[src/rtl/proc_pkg.sv]
/*
 shared sizes, instruction field positions and enums for the multicycle core
 import into any module or interface that needs them
*/
package proc_pkg;

  // ------------------------------
  // sizes
  // ------------------------------
  localparam int c_xlen       = 32;
  localparam int c_nregs      = 32;
  localparam int c_rf_aw      = 5;
  localparam int c_mem_nwords = 4096;
  // word index into the memory, byte address bits 13 to 2
  localparam int c_mem_aw     = 12;

  // first fetch after reset
  localparam logic [c_xlen-1:0] c_reset_vector = 32'h0000_1000;

  // ------------------------------
  // instruction fields
  // ------------------------------
  localparam int c_op_msb  = 31;
  localparam int c_op_lsb  = 26;
  localparam int c_rs_msb  = 25;
  localparam int c_rs_lsb  = 21;
  localparam int c_rt_msb  = 20;
  localparam int c_rt_lsb  = 16;
  localparam int c_rd_msb  = 15;
  localparam int c_rd_lsb  = 11;
  // immediate is sign-extended to c_xlen
  localparam int c_imm_msb = 15;
  localparam int c_imm_lsb = 0;

  // ------------------------------
  // enums
  // ------------------------------
  // any code not listed here executes as a nop
  typedef enum logic [5:0] {
    op_nop   = 6'h00,
    op_addu  = 6'h01,
    op_subu  = 6'h02,
    op_and   = 6'h03,
    op_addiu = 6'h04,
    op_lw    = 6'h05,
    op_sw    = 6'h06,
    op_bne   = 6'h07,
    op_mfc0  = 6'h08,
    op_mtc0  = 6'h09
  } opcode_e;

  typedef enum logic [1:0] {alu_add, alu_sub, alu_and} alu_fn_e;
  typedef enum logic [1:0] {wb_alu, wb_mem, wb_mngr} wb_sel_e;
  typedef enum logic {mem_rd = 1'b0, mem_wr = 1'b1} mem_type_e;

  typedef enum logic [2:0] {
    st_fetch,
    st_fetch_wait,
    st_exec,
    st_dmem,
    st_dmem_wait,
    st_mngr_in,
    st_mngr_out
  } ctrl_state_e;

endpackage

[src/rtl/mem_if.sv]
/*
 val/rdy memory request and response channel between the core and memory
 one instance per memory port
*/
`timescale 1ns/1ps

interface mem_if import proc_pkg::*; ();

  // request channel
  logic              req_val;
  logic              req_rdy;
  mem_type_e         req_type;
  logic [c_xlen-1:0] req_addr;
  logic [c_xlen-1:0] req_data;

  // response channel, write responses carry no data
  logic              resp_val;
  logic              resp_rdy;
  logic [c_xlen-1:0] resp_data;

  // control unit owns the handshake
  modport ctrl (output req_val, output req_type, output resp_rdy,
                input req_rdy, input resp_val);

  // datapath owns the message fields
  modport dpath (output req_addr, output req_data, input resp_data);

  modport mem (input req_val, input req_type, input req_addr, input req_data,
               input resp_rdy, output req_rdy, output resp_val, output resp_data);

endinterface

[src/rtl/ctrl_if.sv]
/*
 control and status signals between the core control unit and its datapath
*/
`timescale 1ns/1ps

interface ctrl_if import proc_pkg::*; ();

  // control unit to datapath
  logic    pc_en;
  logic    pc_sel_br;
  logic    ir_en;
  logic    rf_wen;
  wb_sel_e wb_sel;
  alu_fn_e alu_fn;
  logic    alu_imm;
  logic    dmsg_en;
  logic    mngr_in_en;

  // datapath to control unit
  opcode_e opcode;
  logic    br_taken;

  modport ctrl (output pc_en, pc_sel_br, ir_en, rf_wen, wb_sel, alu_fn, alu_imm,
                output dmsg_en, mngr_in_en, input opcode, br_taken);

  modport dpath (input pc_en, pc_sel_br, ir_en, rf_wen, wb_sel, alu_fn, alu_imm,
                 input dmsg_en, mngr_in_en, output opcode, br_taken);

endinterface

[src/rtl/proc_ctrl.sv]
/*
 multicycle control unit, sequences fetch, execute, data memory and manager
 transfers; every wait state leaves only on a completed val/rdy handshake
*/
`timescale 1ns/1ps

module proc_ctrl import proc_pkg::*;
(
  input  logic clk,
  input  logic rst_n,
  mem_if.ctrl  imem,
  mem_if.ctrl  dmem,
  ctrl_if.ctrl cif,
  input  logic from_mngr_val,
  output logic from_mngr_rdy,
  output logic to_mngr_val,
  input  logic to_mngr_rdy
);

  ctrl_state_e state;
  ctrl_state_e state_next;
  // mfc0 word already sits in the datapath message register
  logic        mngr_got;

  always_ff @(posedge clk or negedge rst_n)
  begin
    if (!rst_n)
    begin
      state    <= st_fetch;
      mngr_got <= 1'b0;
    end
    else
    begin
      state    <= state_next;
      mngr_got <= cif.mngr_in_en | (mngr_got & ~cif.pc_en);
    end
  end

  // ------------------------------
  // next state and decode
  // ------------------------------
  always_comb
  begin
    state_next     = state;
    imem.req_val   = 1'b0;
    imem.req_type  = mem_rd;
    imem.resp_rdy  = 1'b0;
    dmem.req_val   = 1'b0;
    // opcode is held in the IR for the whole data access
    dmem.req_type  = (cif.opcode == op_sw) ? mem_wr : mem_rd;
    dmem.resp_rdy  = 1'b0;
    cif.pc_en      = 1'b0;
    cif.pc_sel_br  = 1'b0;
    cif.ir_en      = 1'b0;
    cif.rf_wen     = 1'b0;
    cif.wb_sel     = wb_alu;
    cif.alu_fn     = alu_add;
    cif.alu_imm    = 1'b0;
    cif.dmsg_en    = 1'b0;
    cif.mngr_in_en = 1'b0;
    from_mngr_rdy  = 1'b0;
    to_mngr_val    = 1'b0;

    case (state)
      st_fetch:
      begin
        imem.req_val = 1'b1;
        if (imem.req_rdy)
          state_next = st_fetch_wait;
      end
      st_fetch_wait:
      begin
        imem.resp_rdy = 1'b1;
        cif.ir_en     = imem.resp_val;
        if (imem.resp_val)
          state_next = st_exec;
      end
      st_exec:
      begin
        // default path retires the instruction here
        state_next = st_fetch;
        cif.pc_en  = 1'b1;
        case (cif.opcode)
          op_addu, op_subu, op_and:
          begin
            cif.rf_wen = 1'b1;
            if (cif.opcode == op_subu)
              cif.alu_fn = alu_sub;
            else if (cif.opcode == op_and)
              cif.alu_fn = alu_and;
          end
          op_addiu:
          begin
            cif.rf_wen  = 1'b1;
            cif.alu_imm = 1'b1;
          end
          op_lw, op_sw:
          begin
            // latch address and store data, retire after the response
            cif.pc_en   = 1'b0;
            cif.alu_imm = 1'b1;
            cif.dmsg_en = 1'b1;
            state_next  = st_dmem;
          end
          op_bne:
            cif.pc_sel_br = cif.br_taken;
          op_mfc0:
          begin
            cif.pc_en  = mngr_got;
            cif.rf_wen = mngr_got;
            cif.wb_sel = wb_mngr;
            if (!mngr_got)
              state_next = st_mngr_in;
          end
          op_mtc0:
          begin
            cif.pc_en  = 1'b0;
            state_next = st_mngr_out;
          end
          default:
            ;
        endcase
      end
      st_dmem:
      begin
        dmem.req_val = 1'b1;
        if (dmem.req_rdy)
          state_next = st_dmem_wait;
      end
      st_dmem_wait:
      begin
        dmem.resp_rdy = 1'b1;
        cif.wb_sel    = wb_mem;
        cif.pc_en     = dmem.resp_val;
        cif.rf_wen    = dmem.resp_val & (cif.opcode == op_lw);
        if (dmem.resp_val)
          state_next = st_fetch;
      end
      st_mngr_in:
      begin
        // capture the word, write it back from st_exec
        from_mngr_rdy  = 1'b1;
        cif.mngr_in_en = from_mngr_val;
        if (from_mngr_val)
          state_next = st_exec;
      end
      st_mngr_out:
      begin
        to_mngr_val = 1'b1;
        cif.pc_en   = to_mngr_rdy;
        if (to_mngr_rdy)
          state_next = st_fetch;
      end
      default:
        state_next = st_fetch;
    endcase
  end

  // ------------------------------
  // checks
  // ------------------------------
  // input channel opens only for an mfc0 still waiting on its word
  a_mngr_rdy_state: assert property (@(posedge clk) disable iff (!rst_n)
    from_mngr_rdy |-> ((cif.opcode == op_mfc0) && !mngr_got));

  // to-manager message may not be withdrawn before it is taken
  a_to_mngr_hold: assert property (@(posedge clk) disable iff (!rst_n)
    (to_mngr_val && !to_mngr_rdy) |=> to_mngr_val);

endmodule

[src/flat_wrapper.sv]
// flat-port wrapper written by rule: the top's interface ports become plain ports
module proc_ctrl_flat import proc_pkg::*;
  (clk, rst_n, from_mngr_val, from_mngr_rdy, to_mngr_val, to_mngr_rdy, imem_req_val, imem_req_type, imem_resp_rdy, imem_req_rdy, imem_resp_val, dmem_req_val, dmem_req_type, dmem_resp_rdy, dmem_req_rdy, dmem_resp_val, cif_pc_en, cif_pc_sel_br, cif_ir_en, cif_rf_wen, cif_wb_sel, cif_alu_fn, cif_alu_imm, cif_dmsg_en, cif_mngr_in_en, cif_opcode, cif_br_taken);
  mem_if imem_i ();
  mem_if dmem_i ();
  ctrl_if cif_i ();
  input  logic clk;
  input  logic rst_n;
  input  logic from_mngr_val;
  output logic from_mngr_rdy;
  output logic to_mngr_val;
  input  logic to_mngr_rdy;
  output wire logic [$bits(imem_i.req_val)-1:0] imem_req_val;
  output wire logic [$bits(imem_i.req_type)-1:0] imem_req_type;
  output wire logic [$bits(imem_i.resp_rdy)-1:0] imem_resp_rdy;
  input wire logic [$bits(imem_i.req_rdy)-1:0] imem_req_rdy;
  input wire logic [$bits(imem_i.resp_val)-1:0] imem_resp_val;
  output wire logic [$bits(dmem_i.req_val)-1:0] dmem_req_val;
  output wire logic [$bits(dmem_i.req_type)-1:0] dmem_req_type;
  output wire logic [$bits(dmem_i.resp_rdy)-1:0] dmem_resp_rdy;
  input wire logic [$bits(dmem_i.req_rdy)-1:0] dmem_req_rdy;
  input wire logic [$bits(dmem_i.resp_val)-1:0] dmem_resp_val;
  output wire logic [$bits(cif_i.pc_en)-1:0] cif_pc_en;
  output wire logic [$bits(cif_i.pc_sel_br)-1:0] cif_pc_sel_br;
  output wire logic [$bits(cif_i.ir_en)-1:0] cif_ir_en;
  output wire logic [$bits(cif_i.rf_wen)-1:0] cif_rf_wen;
  output wire logic [$bits(cif_i.wb_sel)-1:0] cif_wb_sel;
  output wire logic [$bits(cif_i.alu_fn)-1:0] cif_alu_fn;
  output wire logic [$bits(cif_i.alu_imm)-1:0] cif_alu_imm;
  output wire logic [$bits(cif_i.dmsg_en)-1:0] cif_dmsg_en;
  output wire logic [$bits(cif_i.mngr_in_en)-1:0] cif_mngr_in_en;
  input wire logic [$bits(cif_i.opcode)-1:0] cif_opcode;
  input wire logic [$bits(cif_i.br_taken)-1:0] cif_br_taken;
  assign imem_req_val = imem_i.req_val;
  assign imem_req_type = imem_i.req_type;
  assign imem_resp_rdy = imem_i.resp_rdy;
  assign imem_i.req_rdy = imem_req_rdy;
  assign imem_i.resp_val = imem_resp_val;
  assign dmem_req_val = dmem_i.req_val;
  assign dmem_req_type = dmem_i.req_type;
  assign dmem_resp_rdy = dmem_i.resp_rdy;
  assign dmem_i.req_rdy = dmem_req_rdy;
  assign dmem_i.resp_val = dmem_resp_val;
  assign cif_pc_en = cif_i.pc_en;
  assign cif_pc_sel_br = cif_i.pc_sel_br;
  assign cif_ir_en = cif_i.ir_en;
  assign cif_rf_wen = cif_i.rf_wen;
  assign cif_wb_sel = cif_i.wb_sel;
  assign cif_alu_fn = cif_i.alu_fn;
  assign cif_alu_imm = cif_i.alu_imm;
  assign cif_dmsg_en = cif_i.dmsg_en;
  assign cif_mngr_in_en = cif_i.mngr_in_en;
  assign cif_i.opcode = cif_opcode;
  assign cif_i.br_taken = cif_br_taken;
  proc_ctrl u_core (.clk(clk), .rst_n(rst_n), .imem(imem_i), .dmem(dmem_i), .cif(cif_i), .from_mngr_val(from_mngr_val), .from_mngr_rdy(from_mngr_rdy), .to_mngr_val(to_mngr_val), .to_mngr_rdy(to_mngr_rdy));
endmodule
[config.mk]
export PLATFORM = sky130hd
export DESIGN_NAME = proc_ctrl_flat
export DESIGN_NICKNAME = d
export VERILOG_FILES = /design/src/rtl/proc_pkg.sv /design/src/rtl/mem_if.sv /design/src/rtl/ctrl_if.sv /design/src/rtl/proc_ctrl.sv /design/src/flat_wrapper.sv
export SDC_FILE = /design/constraint.sdc
export NUM_CORES = 1
export LEC_CHECK = 0
export ABC_CLOCK_PERIOD_IN_PS = 1900
export BUFFER_PORTS_ARGS = -buffer_cell sky130_fd_sc_hd__buf_2
export CORE_MARGIN = 10
export CORE_UTILIZATION = 43
export CTS_CLUSTER_DIAMETER = 80
export DETAILED_ROUTE_END_ITERATION = 8
export GPL_TIMING_DRIVEN = 0
export HOLD_SLACK_MARGIN = 0.03
export PLACE_DENSITY = 0.78
export SLEW_MARGIN = 10
export SYNTH_ARGS = -nofsm -noshare
export SYNTH_HDL_FRONTEND = slang
export SYNTH_SLANG_ARGS = --single-unit
[constraint.sdc]
create_clock -name clk -period 1.9 [get_ports clk]
set_clock_uncertainty 0.1 [all_clocks]
set_input_delay 0.19 -clock clk [delete_from_list [all_inputs] [get_ports clk]]
set_output_delay 0.19 -clock clk [all_outputs]
set_load 0.01 [all_outputs]
# == Yosys cells after proc, flatten, opt, wreduce, memory -nomap -nowiden ==
# Index checks and enable logic that the tools add are counted.
# totals
ff_bits,4
mem_count,0
elab_cells,68
latchBits,0
in_bits,15
mem_bits_rw,0
romBits,0
out_inout_bits,19
# op_classes
n_eq_ne,21
reduce_logical,7
div,0
n_mux,34
shift,0
mul,0
n_bitwise,4
add_sub_neg,0
order_cmp,0
# op_table
operator,n
$eq A6 B3 Y1 const B,4
$mux W3,7
$pmux W3 S7,1
$mux W1,15
$eq A6 B2 Y1 const B,2
$eq A6 B4 Y1 const B,2
$ne A2 B2 Y1 const B,6
$mux W2,5
$eq A3 B3 Y1 const B,3
$pmux W3 S3,1
$reduce_or A3 Y1,3
$eq A3 B2 Y1 const B,2
$eq A6 B1 Y1 const B,1
$pmux W1 S2,3
$reduce_and A6 Y1,1
$pmux W2 S2,1
$reduce_or A4 Y1,1
$eq A3 B1 Y1 const B,1
$logic_not A3 Y1,1
$pmux W1 S3,1
$and A1 B1 Y1,2
$reduce_or A2 Y1,1
$not A1 Y1,1
$or A1 B1 Y1,1

# == Longest topological paths before layout ==
# Gate-level depths: netlist of the first run.
# depth
word_depth,7
depth_mapped,5
depth_no_buf,4

# == Worst setup path after synthesis of the first run ==
# Ideal clock, no wire load.
# synth_path
path_type,register to output
start,register u_core.state[0]
end,output port cif_rf_wen
setup_slack_ps,140
path_stages_with_launch,6
arrival_ps,1470
cell_sequence,dfrtp_1 -> buf_6 -> nor3b_4 -> nand2_4 -> or4b_1 -> nand3_1
# synth_between
elab_chain_len,2
word_cells_on_any_way,3
# synth_rtl
element,line_no,rtl
"start, declared",proc_ctrl.sv:20,ctrl_state_e state;
"start signal, assigned",proc_ctrl.sv:29,state <= st_fetch;
"start signal, assigned",proc_ctrl.sv:34,state <= state_next;
$eq A3 B3 Y1 or $eq A3 B2 Y1 (tied branches),proc_ctrl.sv:64,case (state)
$pmux W1 S2 *,proc_ctrl.sv:64,
"end, declared",flat_wrapper.sv:26,output wire logic [$bits(cif_i.rf_wen)-1:0] cif_rf_wen;
# Every way passes the cells marked *; elsewhere a longest branch is shown, timed or not.

# == Final worst setup path of the first run ==
# layout_path
start,register u_core.state[2]
end,output port cif_rf_wen
# The elaborated chain is that of the path after synthesis.

==> impl_results.md, run 1 <==
* CP Cell Sequence: nor3b_4, nand2_4, or4b_1, nand3_1, buf_2
* DP Worst Slack at -0.0415 ns
* Async set-reset flop share out of synthesis at 1.00
* Setup violators final at 2
* CP startpoint kind: flop
* FP Rows at 13
* WL final at 2270 µm
* Min-Delay Path Class: in -> async
* CTS H-tree lvls at 1
* Crit end category: output pin
* Synth area leaders: dfrtp_1 16%, mux2_2 7.2%, nand2_1 4.8%
* First-pass GRT wire length at 3480 µm
* Clk buf depth at 2
* Die width at 58.1 µm
* Global route overflow at 0
* Critical R2R Launch: u_core.state[2]$_DFFE_PN0P_
* Die height at 58.1 µm
* Internal power at 508 µW
* Via density per instance at 5.67
* Final hold vios at 0
* Max-slew violations at 0
* Cells after Synth at 86
* Synth cell types at 39
* R2R Path End: u_core.state[2]$_DFFE_PN0P_
* Final worst-path cycle share at 1.06
* Top Ports at 34
* Critical Path AT at 1.72 ns
* Wire per inst at 15.9 µm
* Num CTS Buffers at 3
* Max cap viols at 0
* Reg2reg setup slack at 0.17 ns
* Dpl hpwl at 1580 µm
* RSZ-0062 raised after global routing: yes
* Post-layout util at 0.705
* Post-synth EDFFs at 0
* Worst-path clk slew at 0.04 ns
* Violated checks: setup timing
* Port bufs at 31
* Clk Latency, worst-skew pair at 0.24 ns
* Worst-Margin Slew at 0.556 ns
* Sw Ratio at 0.459
* Max-Slew Margin vs Limit at 0.629
* Setup crit end: cif_rf_wen
* Part of the power in registers at 0.166
* Gr usage total at 0.125
* Post-synthesis sequential area ratio at 0.160
* Synthesis warning total at 0
* CP max stage cell: or4b_1
* FF+latch count, synth at 4
* Crit path time final at 2.01 ns
* Nets at 145
* Setup ws final at -0.112 ns
* CTS Sinks at 4
* Main synth FF type: dfrtp_1
* Top cells by count, synth: 8 x nand2_1, 8 x nor2_1, 5 x a21oi_1, 5 x nand3_1
* Worst-path maximum fanout at 3
* Status: complete, but fails checks
* Max incr delay on CP at 0.48 ns
* GPL Wtd Cong at 0.794
* Vias at 811
* DIE AREA at 3380 µm²
* Clock network fraction of total power at 0.120
* Combinational share of power at 0.714
* Initial antenna violation count at 0
* Mapped Avg Cell Area at 7.26 µm²
* Sw Pwr at 431 µW
* CP Buf/Inv Count at 1
* Starting Density at 0.468
* FF-to-FF path depth at 6
* Routed Antenna Nets at 0
* Layout area overhead at 50.5%
* Pleak at 0.000466 µW
* Synthesized area at 624 µm²
* Max Freq at 0.497 GHz
* Root Buffer: clkbuf_4
* Total stage count of the critical path at 5
* Detailed-router iteration count before antenna repair at 4
* Synth area leader: dfrtp_1
* CP Launch Point: u_core.state[2]$_DFFE_PN0P_
* Core footprint at 1330 µm²
* Crit path kind: reg -> out
* Syn Nets at 101
* Crit path max-delay family: simple AND/OR/NAND/NOR gates
* Layout cell share with drive strength beyond 1 at 0.477
* Antenna cells at 0
* Largest net degree at the start of global routing at 11
* Number of global-route vias before repair at 800
* Post-synth top area share at 0.160
* Remaining DRCs at 0
* DR iter-0 viols at 25
* P per Cell Area at 999 nW/µm²
* Req. time, crit path at 1.61 ns
* CTS tree: built
* VDD IR-drop max at 409 µV
cell type report:
class	instances	area, µm²
Timing Repair Buffer	40	236
Tap cell	15	18.8
Buffer	7	36.3
Clock buffer	3	22.5
Fill cell	110	394
Inverter	2	7.51
Sequential cell	4	101
Multi-Input combinational cell	72	517
logic make-up (layout without fill, tap and decap cells):
| family | Yosys count | count (layout) | share of synthesized area |
|---|---|---|---|
| flops | 4 | 4 | 0.160 |
| simple gates | 47 | 47 | 0.449 |
| buf+inv | 10 | 52 | 0.0862 |
| other cells | 1 | 1 | 0.00601 |
| compound gates | 17 | 17 | 0.182 |
| xor+xnor | 2 | 2 | 0.0281 |
| mux | 5 | 5 | 0.0882 |
registers in the layout, indices dropped and copies added, names as in the netlist:
name	flops
u_core.state	3
u_core.mngr_got	1
power by group through the flow:
| stage | registers [µW] | clock network (µW) | logic (µW) |
|---|---|---|---|
| after floorplan | 149 | 0 | 414 |
| after global routing | 159 | 123 | 733 |
| after CTS | 153 | 115 | 634 |
| final | 156 | 113 | 670 |
| after detailed placement | 154 | 0 | 575 |
| after global placement | 155 | 0 | 567 |
worst min path at each step:
stage	to	slack, ns	cells after the start
global placement	u_core.mngr_got$_DFF_PN0_	-0.10	1
floorplan	u_core.mngr_got$_DFF_PN0_	-0.21	0
global route	u_core.mngr_got$_DFF_PN0_	0.20	2
finish	u_core.state[1]$_DFFE_PN0P_	0.19	2
CTS	u_core.state[1]$_DFFE_PN0P_	0.18	2
detailed placement	u_core.state[2]$_DFFE_PN0P_	-0.10	1
layout by cell type (no fill, tap or decap), types with 2 or more instances in the layout:
cell type and count:
nor2_1 8, xor2_1 2, inv_1 2, a21oi_1 3, buf_2 32, dfrtp_1 3, and2_1 3, clkbuf_1 3
o22ai_1 2, nand3_1 5, a21oi_2 2, nor3_1 3, nand2b_1 3, o21ai_0 3, nor4_4 2, nand2_1 7
buf_4 7, buf_6 3, clkbuf_4 3, nor2b_1 3, mux2_2 4
metal layers:
layer,wire length (µm),track usage,up-vias
met1,890,0.132,382
met3,163,0.0501,8
met4,84,0.0470,0
li1,-,-,390
met5,0,0,-
met2,1130,0.216,31
per-stage QoR:
stage	TNS, ns	hold slack (ns)	std cells	area (µm²)	power, µW
after global placement	-0.0150	-0.102	132	798	722
after floorplan	0	-0.206	86	624	563
after CTS	-0.107	0.181	142	892	902
after detailed placement	-0.0415	-0.101	132	798	729
after global routing	-0.471	0.201	143	940	1020
final	-0.135	0.186	143	940	939
worst register-to-register path, cell delays in order, from the launching register on:
cell	delay, ns
dfrtp_2	0.43
nor3b_4	0.27
nand2_4	0.09
buf_6	0.13
buf_6	0.12
o41ai_1	0.36
a22o_1	0.17
timing repair:
item	in CTS	in global routing
gates resized for setup	3	11
setup buffers	6	2
hold buffers	1	0
endpoints found under the setup margin	2	9
hold endpoints to repair	4	0
pin swaps	4	1
No activity file was read; power rests on OpenSTA's default activity.
==> inputs of run 2 (changes only) <==
==> constraint.sdc (replaced) <==
create_clock -name clk -period 1.9 [get_ports clk]
set_clock_uncertainty 0.1 [all_clocks]
set_input_delay 0.095 -clock clk [delete_from_list [all_inputs] [get_ports clk]]
set_output_delay 0.095 -clock clk [all_outputs]
set_load 0.01 [all_outputs]
==> impl_results.md, run 2 (synthesized netlist as in run 1, its figures left out) <==
* Root Buffer: clkbuf_4
* Global route overflow at 0 (unchanged)
* DIE AREA at 3380 µm² (unchanged)
* Dpl hpwl at 1580 µm (unchanged)
* Crit path max-delay family: simple AND/OR/NAND/NOR gates
* Vias at 808 (-0.37%)
* Number of global-route vias before repair at 782 (-2.3%)
* Final hold vios at 0 (unchanged)
* Post-layout util at 0.693 (-0.0113)
* Pleak at 0.000465 µW (-0.21%)
* FF-to-FF path depth at 6 (unchanged)
* Setup ws final at -0.0170 ns (+0.0954 ns)
* RSZ-0062 raised after global routing: yes
* Reg2reg setup slack at 0.18 ns (about the same)
* Violated checks: setup timing
* Total stage count of the critical path at 5 (unchanged)
* Routed Antenna Nets at 0 (unchanged)
* R2R Path End: u_core.state[2]$_DFFE_PN0P_
* Critical Path AT at 1.72 ns (about the same)
* Final Cell Area at 925 µm² (-1.6%)
* WL final at 2190 µm (-3.6%)
* Layout cell share with drive strength beyond 1 at 0.457 (-0.0192)
* Final worst-path cycle share at 1.01 (-0.0502)
* Top Ports at 34 (unchanged)
* FP Rows at 13 (unchanged)
* Gr usage total at 0.121 (-0.00391)
* Worst-path maximum fanout at 3 (unchanged)
* Dpl cells at 132 (unchanged)
* Die height at 58.1 µm (unchanged)
* Crit path time final at 1.92 ns (-0.0954 ns)
* Num CTS Buffers at 3 (unchanged)
* CTS tree: built
* Layout area overhead at 48.1%
* Max cap viols at 0 (unchanged)
* Setup violators final at 1 (-1)
* CP Buf/Inv Count at 1 (unchanged)
* Critical R2R Launch: u_core.state[2]$_DFFE_PN0P_
* Via density per instance at 5.61 (-1.1%)
* Starting Density at 0.468 (unchanged)
* First-pass GRT wire length at 3370 µm (-3.2%)
* Wire per inst at 15.2 µm (-4.3%)
* Status: complete, but fails checks
* Worst-path clk slew at 0.04 ns (about the same)
* GPL Wtd Cong at 0.794 (unchanged)
* Post-DP Area at 798 µm² (unchanged)
* Core footprint at 1330 µm² (unchanged)
* Max FFs per register at 3 (unchanged)
* DR iter-0 viols at 23 (-8.0%)
* CTS Sinks at 4 (unchanged)
* Crit end category: output pin
* Register with the most flip-flops: u_core.state
* Min-Delay Path Class: in -> async
* P per Cell Area at 1010 nW/µm² (+1.0%)
* Clk buf depth at 2 (unchanged)
* Top flop regs: u_core.state (3), u_core.mngr_got (1)
* Max Freq at 0.522 GHz (+5.0%)
* Antenna cells at 0 (unchanged)
* CP max stage cell: or4b_1
* Most common cell after layout, fill and taps aside: buf_2
* CTS H-tree lvls at 1 (unchanged)
* Max incr delay on CP at 0.48 ns (about the same)
* CP Cell Sequence: nor3b_4, nand2_4, or4b_1, nand3_1, buf_2
* Crit path kind: reg -> out
* Req. time, crit path at 1.70 ns (+0.09 ns)
* VDD IR-drop max at 427 µV (+4.6%)
* Initial antenna violation count at 0 (unchanged)
* Layout Cells excl Fill at 144 (+0.70%)
* Largest net degree at the start of global routing at 11 (unchanged)
* Nets at 146 (+0.69%)
* Clk Latency, worst-skew pair at 0.24 ns (about the same)
* CP startpoint kind: flop
* Highest-count cells in the layout ignoring fill and taps: 32 x buf_2, 9 x buf_4, 8 x nand2_1, 8 x nor2_1
* Remaining DRCs at 0 (unchanged)
* Die width at 58.1 µm (unchanged)
* Max-slew violations at 0 (unchanged)
* Detailed-router iteration count before antenna repair at 4 (unchanged)
* Port bufs at 31 (unchanged)
run 2: cell count changes in the layout (fill, tap and decap cells not counted):
cell	change
a21oi_1	+2
a21oi_2	-2
buf_4	+2
buf_6	-1
nand2_1	+1
nand2_2	-1
nor4_2	+1
nor4_4	-1
run 2: how the worst max path moves through the flow:
stage	from	to	slack, ns
after floorplan	u_core.state[0]$_DFFE_PN0P_	cif_rf_wen	0.24
after global placement	u_core.state[0]$_DFFE_PN0P_	cif_rf_wen	0.08
after detailed placement	u_core.state[0]$_DFFE_PN0P_	cif_rf_wen	0.05
after CTS	u_core.state[0]$_DFFE_PN0P_	cif_rf_wen	-0.01
after global routing	u_core.state[2]$_DFFE_PN0P_	cif_rf_wen	-0.11
final	u_core.state[2]$_DFFE_PN0P_	cif_rf_wen	-0.02
run 2: timing repair:
action / in CTS / in global routing
hold endpoints to repair: 4 / 0
pin swaps: 3 / 2
setup buffers: 6 / 3
hold buffers: 1 / 0
gates resized for setup: 0 / 9
endpoints found under the setup margin: 1 / 5
run 2: where the power goes:
part	internal, µW	total [µW]	leakage (µW)	switching (µW)
logic	316	664	0.000400	348
registers	121	156	0.0000513	35.0
clock network	71.1	113	0.0000138	41.5
run 2: area by class of cell:
cell class,instances,area (µm²)
multi-input combinational,72,498
fill,112,409
timing repair buffer,41,240
sequential,4,101
buffer,7,36.3
clock buffer,3,22.5
tap,15,18.8
inverter,2,7.51
run 2: metrics by stage:
stage	hold WS [ns]	power, µW	setup slack, ns	setup TNS (ns)
CTS	0.0863	898	-0.0119	-0.0119
global route	0.106	1010	-0.110	-0.124
floorplan	-0.301	563	0.235	0
finish	0.0911	933	-0.0170	-0.0170
global placement	-0.197	722	0.0800	0
detailed placement	-0.196	729	0.0535	0
run 2: metal layers:
| layer | track usage | wire, µm | vias to the layer above |
|---|---|---|---|
| met1 | 0.130 | 896 | 386 |
| met2 | 0.210 | 1120 | 25 |
| met3 | 0.0458 | 155 | 2 |
| met5 | 0 | 0 | - |
| li1 | - | - | 395 |
| met4 | 0.0403 | 14 | 0 |
==> inputs of run 3 (changes only) <==
Settings changed: ABC_CLOCK_PERIOD_IN_PS 1900 to 1740, CORE_UTILIZATION 43 to 39, PLACE_DENSITY 0.78 to 0.74, RECOVER_POWER set to 50, SETUP_SLACK_MARGIN set to 0.5.
Clock period 1.9 ns to 1.74 ns, I/O delays scaled along.
==> impl_results.md, run 3 (synthesized netlist as in run 1, its figures left out) <==
* Status: complete, but fails checks
* Violated checks: setup timing
* Crit path time final at 1.99 ns
* Max FFs per register at 3 (unchanged)
* Die height at 60.0 µm (+3.3%)
* CP Cell Sequence: nor3b_4, nand2_4, buf_4, or3_4, nand3_2, buf_6
* Global route overflow at 0 (unchanged)
* Antenna cells at 0 (unchanged)
* DP Worst Slack at -0.108 ns (-0.162 ns)
* Dpl hpwl at 1640 µm (+4.0%)
* Layout cell share with drive strength beyond 1 at 0.636 (+0.178)
* Post-DP Area at 856 µm² (+7.2%)
* Top Ports at 34 (unchanged)
* Min-Delay Path Class: in -> async
* FF-to-FF path depth at 9 (+3)
* Top flop regs: u_core.state (3), u_core.mngr_got (1)
* Crit path kind: reg -> out
* Remaining DRCs at 0 (unchanged)
* Highest-count cells in the layout ignoring fill and taps: 24 x buf_2, 13 x buf_6, 13 x buf_4
* CTS Sinks at 4 (unchanged)
* Most common cell after layout, fill and taps aside: buf_2
* Max incr delay on CP at 0.45 ns (-0.03 ns)
* Routed Antenna Nets at 0 (unchanged)
* Detailed-router iteration count before antenna repair at 4 (unchanged)
* Critical Path AT at 1.81 ns (+0.09 ns)
* Worst-path clk slew at 0.05 ns (about the same)
* DR iter-0 viols at 29 (+26%)
* Total stage count of the critical path at 6 (+1)
* Pleak at 0.000579 µW (+25%)
* Layout area overhead at 90.2%
* Post-layout util at 0.788 (+0.0950)
* Largest net degree at the start of global routing at 11 (unchanged)
* DIE AREA at 3600 µm² (+6.7%)
* Vias at 871 (+7.8%)
* Final hold vios at 0 (unchanged)
* Req. time, crit path at 1.55 ns (-0.15 ns)
* Fillcell total at 99 (-12%)
* First-pass GRT wire length at 3600 µm (+6.7%)
* Setup violators final at 11 (+10)
* Register with the most flip-flops: u_core.state
* Num CTS Buffers at 3 (unchanged)
* Dpl cells at 133 (+0.76%)
* FP Rows at 14 (+1)
* Max Freq at 0.502 GHz
* Layout Cells excl Fill at 156 (+8.3%)
* WL final at 2740 µm (+25%)
* Die width at 60.0 µm (+3.3%)
* Crit path max-delay family: simple AND/OR/NAND/NOR gates
* VDD IR-drop max at 845 µV (+98%)
* GPL Wtd Cong at 0.893 (+12%)
* Crit end category: output pin
* Initial antenna violation count at 0 (unchanged)
* Clk Latency, worst-skew pair at 0.27 ns (+0.03 ns)
* Starting Density at 0.414 (-0.0537)
* Wire per inst at 17.6 µm (+16%)
* CP max stage cell: dfrtp_2
* CP startpoint kind: flop
* Gr usage total at 0.124 (+0.00360)
* P per Cell Area at 1280 nW/µm² (+27%)
* CTS tree: built
* Final Cell Area at 1190 µm² (+28%)
* Core footprint at 1510 µm² (+13%)
* Via density per instance at 5.58 (-0.50%)
* Worst-path maximum fanout at 5 (+2)
* Max-slew violations at 0 (unchanged)
* Setup ws final at -0.253 ns (-0.236 ns)
* Final worst-path cycle share at 1.15
* Root Buffer: clkbuf_4
* Number of global-route vias before repair at 792 (+1.3%)
* CP Buf/Inv Count at 2 (+1)
* Max cap viols at 0 (unchanged)
* Clk buf depth at 2 (unchanged)
* CTS H-tree lvls at 1 (unchanged)
* RSZ-0062 raised after global routing: yes
* Nets at 157 (+7.5%)
* Port bufs at 31 (unchanged)
## run 3: changes by cell type in the layout (fill, tap and decap cells not counted), sizes merged
| cell | change |
|---|---|
| buf | +8 |
| clkbuf | +3 |
| clkinvlp | +1 |
| inv | -1 |
## run 3: layout make-up
type | count | area, µm² | area share
inverter | 2 | 11.3 | 0.00948
buffer | 8 | 67.6 | 0.0569
multi-input combinational | 72 | 596 | 0.502
sequential | 4 | 101 | 0.0854
timing repair buffer | 51 | 369 | 0.311
clock buffer | 3 | 22.5 | 0.0190
tap | 16 | 20.0 | 0.0169
## run 3: layer usage
layer  global-route usage  wire length (µm)  vias to the layer above
met5                    0                 0                        -
met4               0.0353                96                        0
met2                0.200              1330                       42
met3               0.0614               206                       13
met1                0.141              1110                      395
li1                     -                 -                      421
## run 3: power breakdown
part / total, µW / internal, µW / leakage, µW / switching (µW)
sequential: 182 / 132 / 0.0000513 / 50.2
combinational: 1210 / 657 / 0.000514 / 552
clock: 135 / 78.3 / 0.0000138 / 56.4
## run 3: metrics by stage
| stage | setup TNS, ns | hold WS [ns] | total power (µW) |
|---|---|---|---|
| 2_1_floorplan | 0 | -0.309 | 701 |
| 6_report | -0.816 | 0.0797 | 1530 |
| 4_1_cts | -0.345 | 0.0755 | 1190 |
| 3_5_place_dp | -0.108 | -0.204 | 900 |
| 3_3_place_gp | -0.0707 | -0.208 | 882 |
| 5_1_grt | -1.48 | 0.105 | 1620 |
## run 3: path summary, 6_finish.rpt
kind	end	start	slack, ns
setup / recovery	cif_rf_wen	u_core.state[2]$_DFFE_PN0P_	-0.25
setup reg to reg	u_core.state[2]$_DFFE_PN0P_	u_core.state[0]$_DFFE_PN0P_	-0.07
hold reg to reg	u_core.mngr_got$_DFF_PN0_	u_core.mngr_got$_DFF_PN0_	0.49
max in group asynchronous	u_core.state[0]$_DFFE_PN0P_	rst_n	1.25
min in group clk	u_core.state[0]$_DFFE_PN0P_	cif_opcode[4]	0.10
hold / removal	u_core.state[1]$_DFFE_PN0P_	rst_n	0.08
## run 3: timing repair
action	in CTS	in global routing
resized for setup	14	26
hold buffers	1	0
pin swaps	8	16
endpoints found under the hold margin	4	0
cloned	0	0
setup endpoints to repair	21	22
buffers inserted	6	13
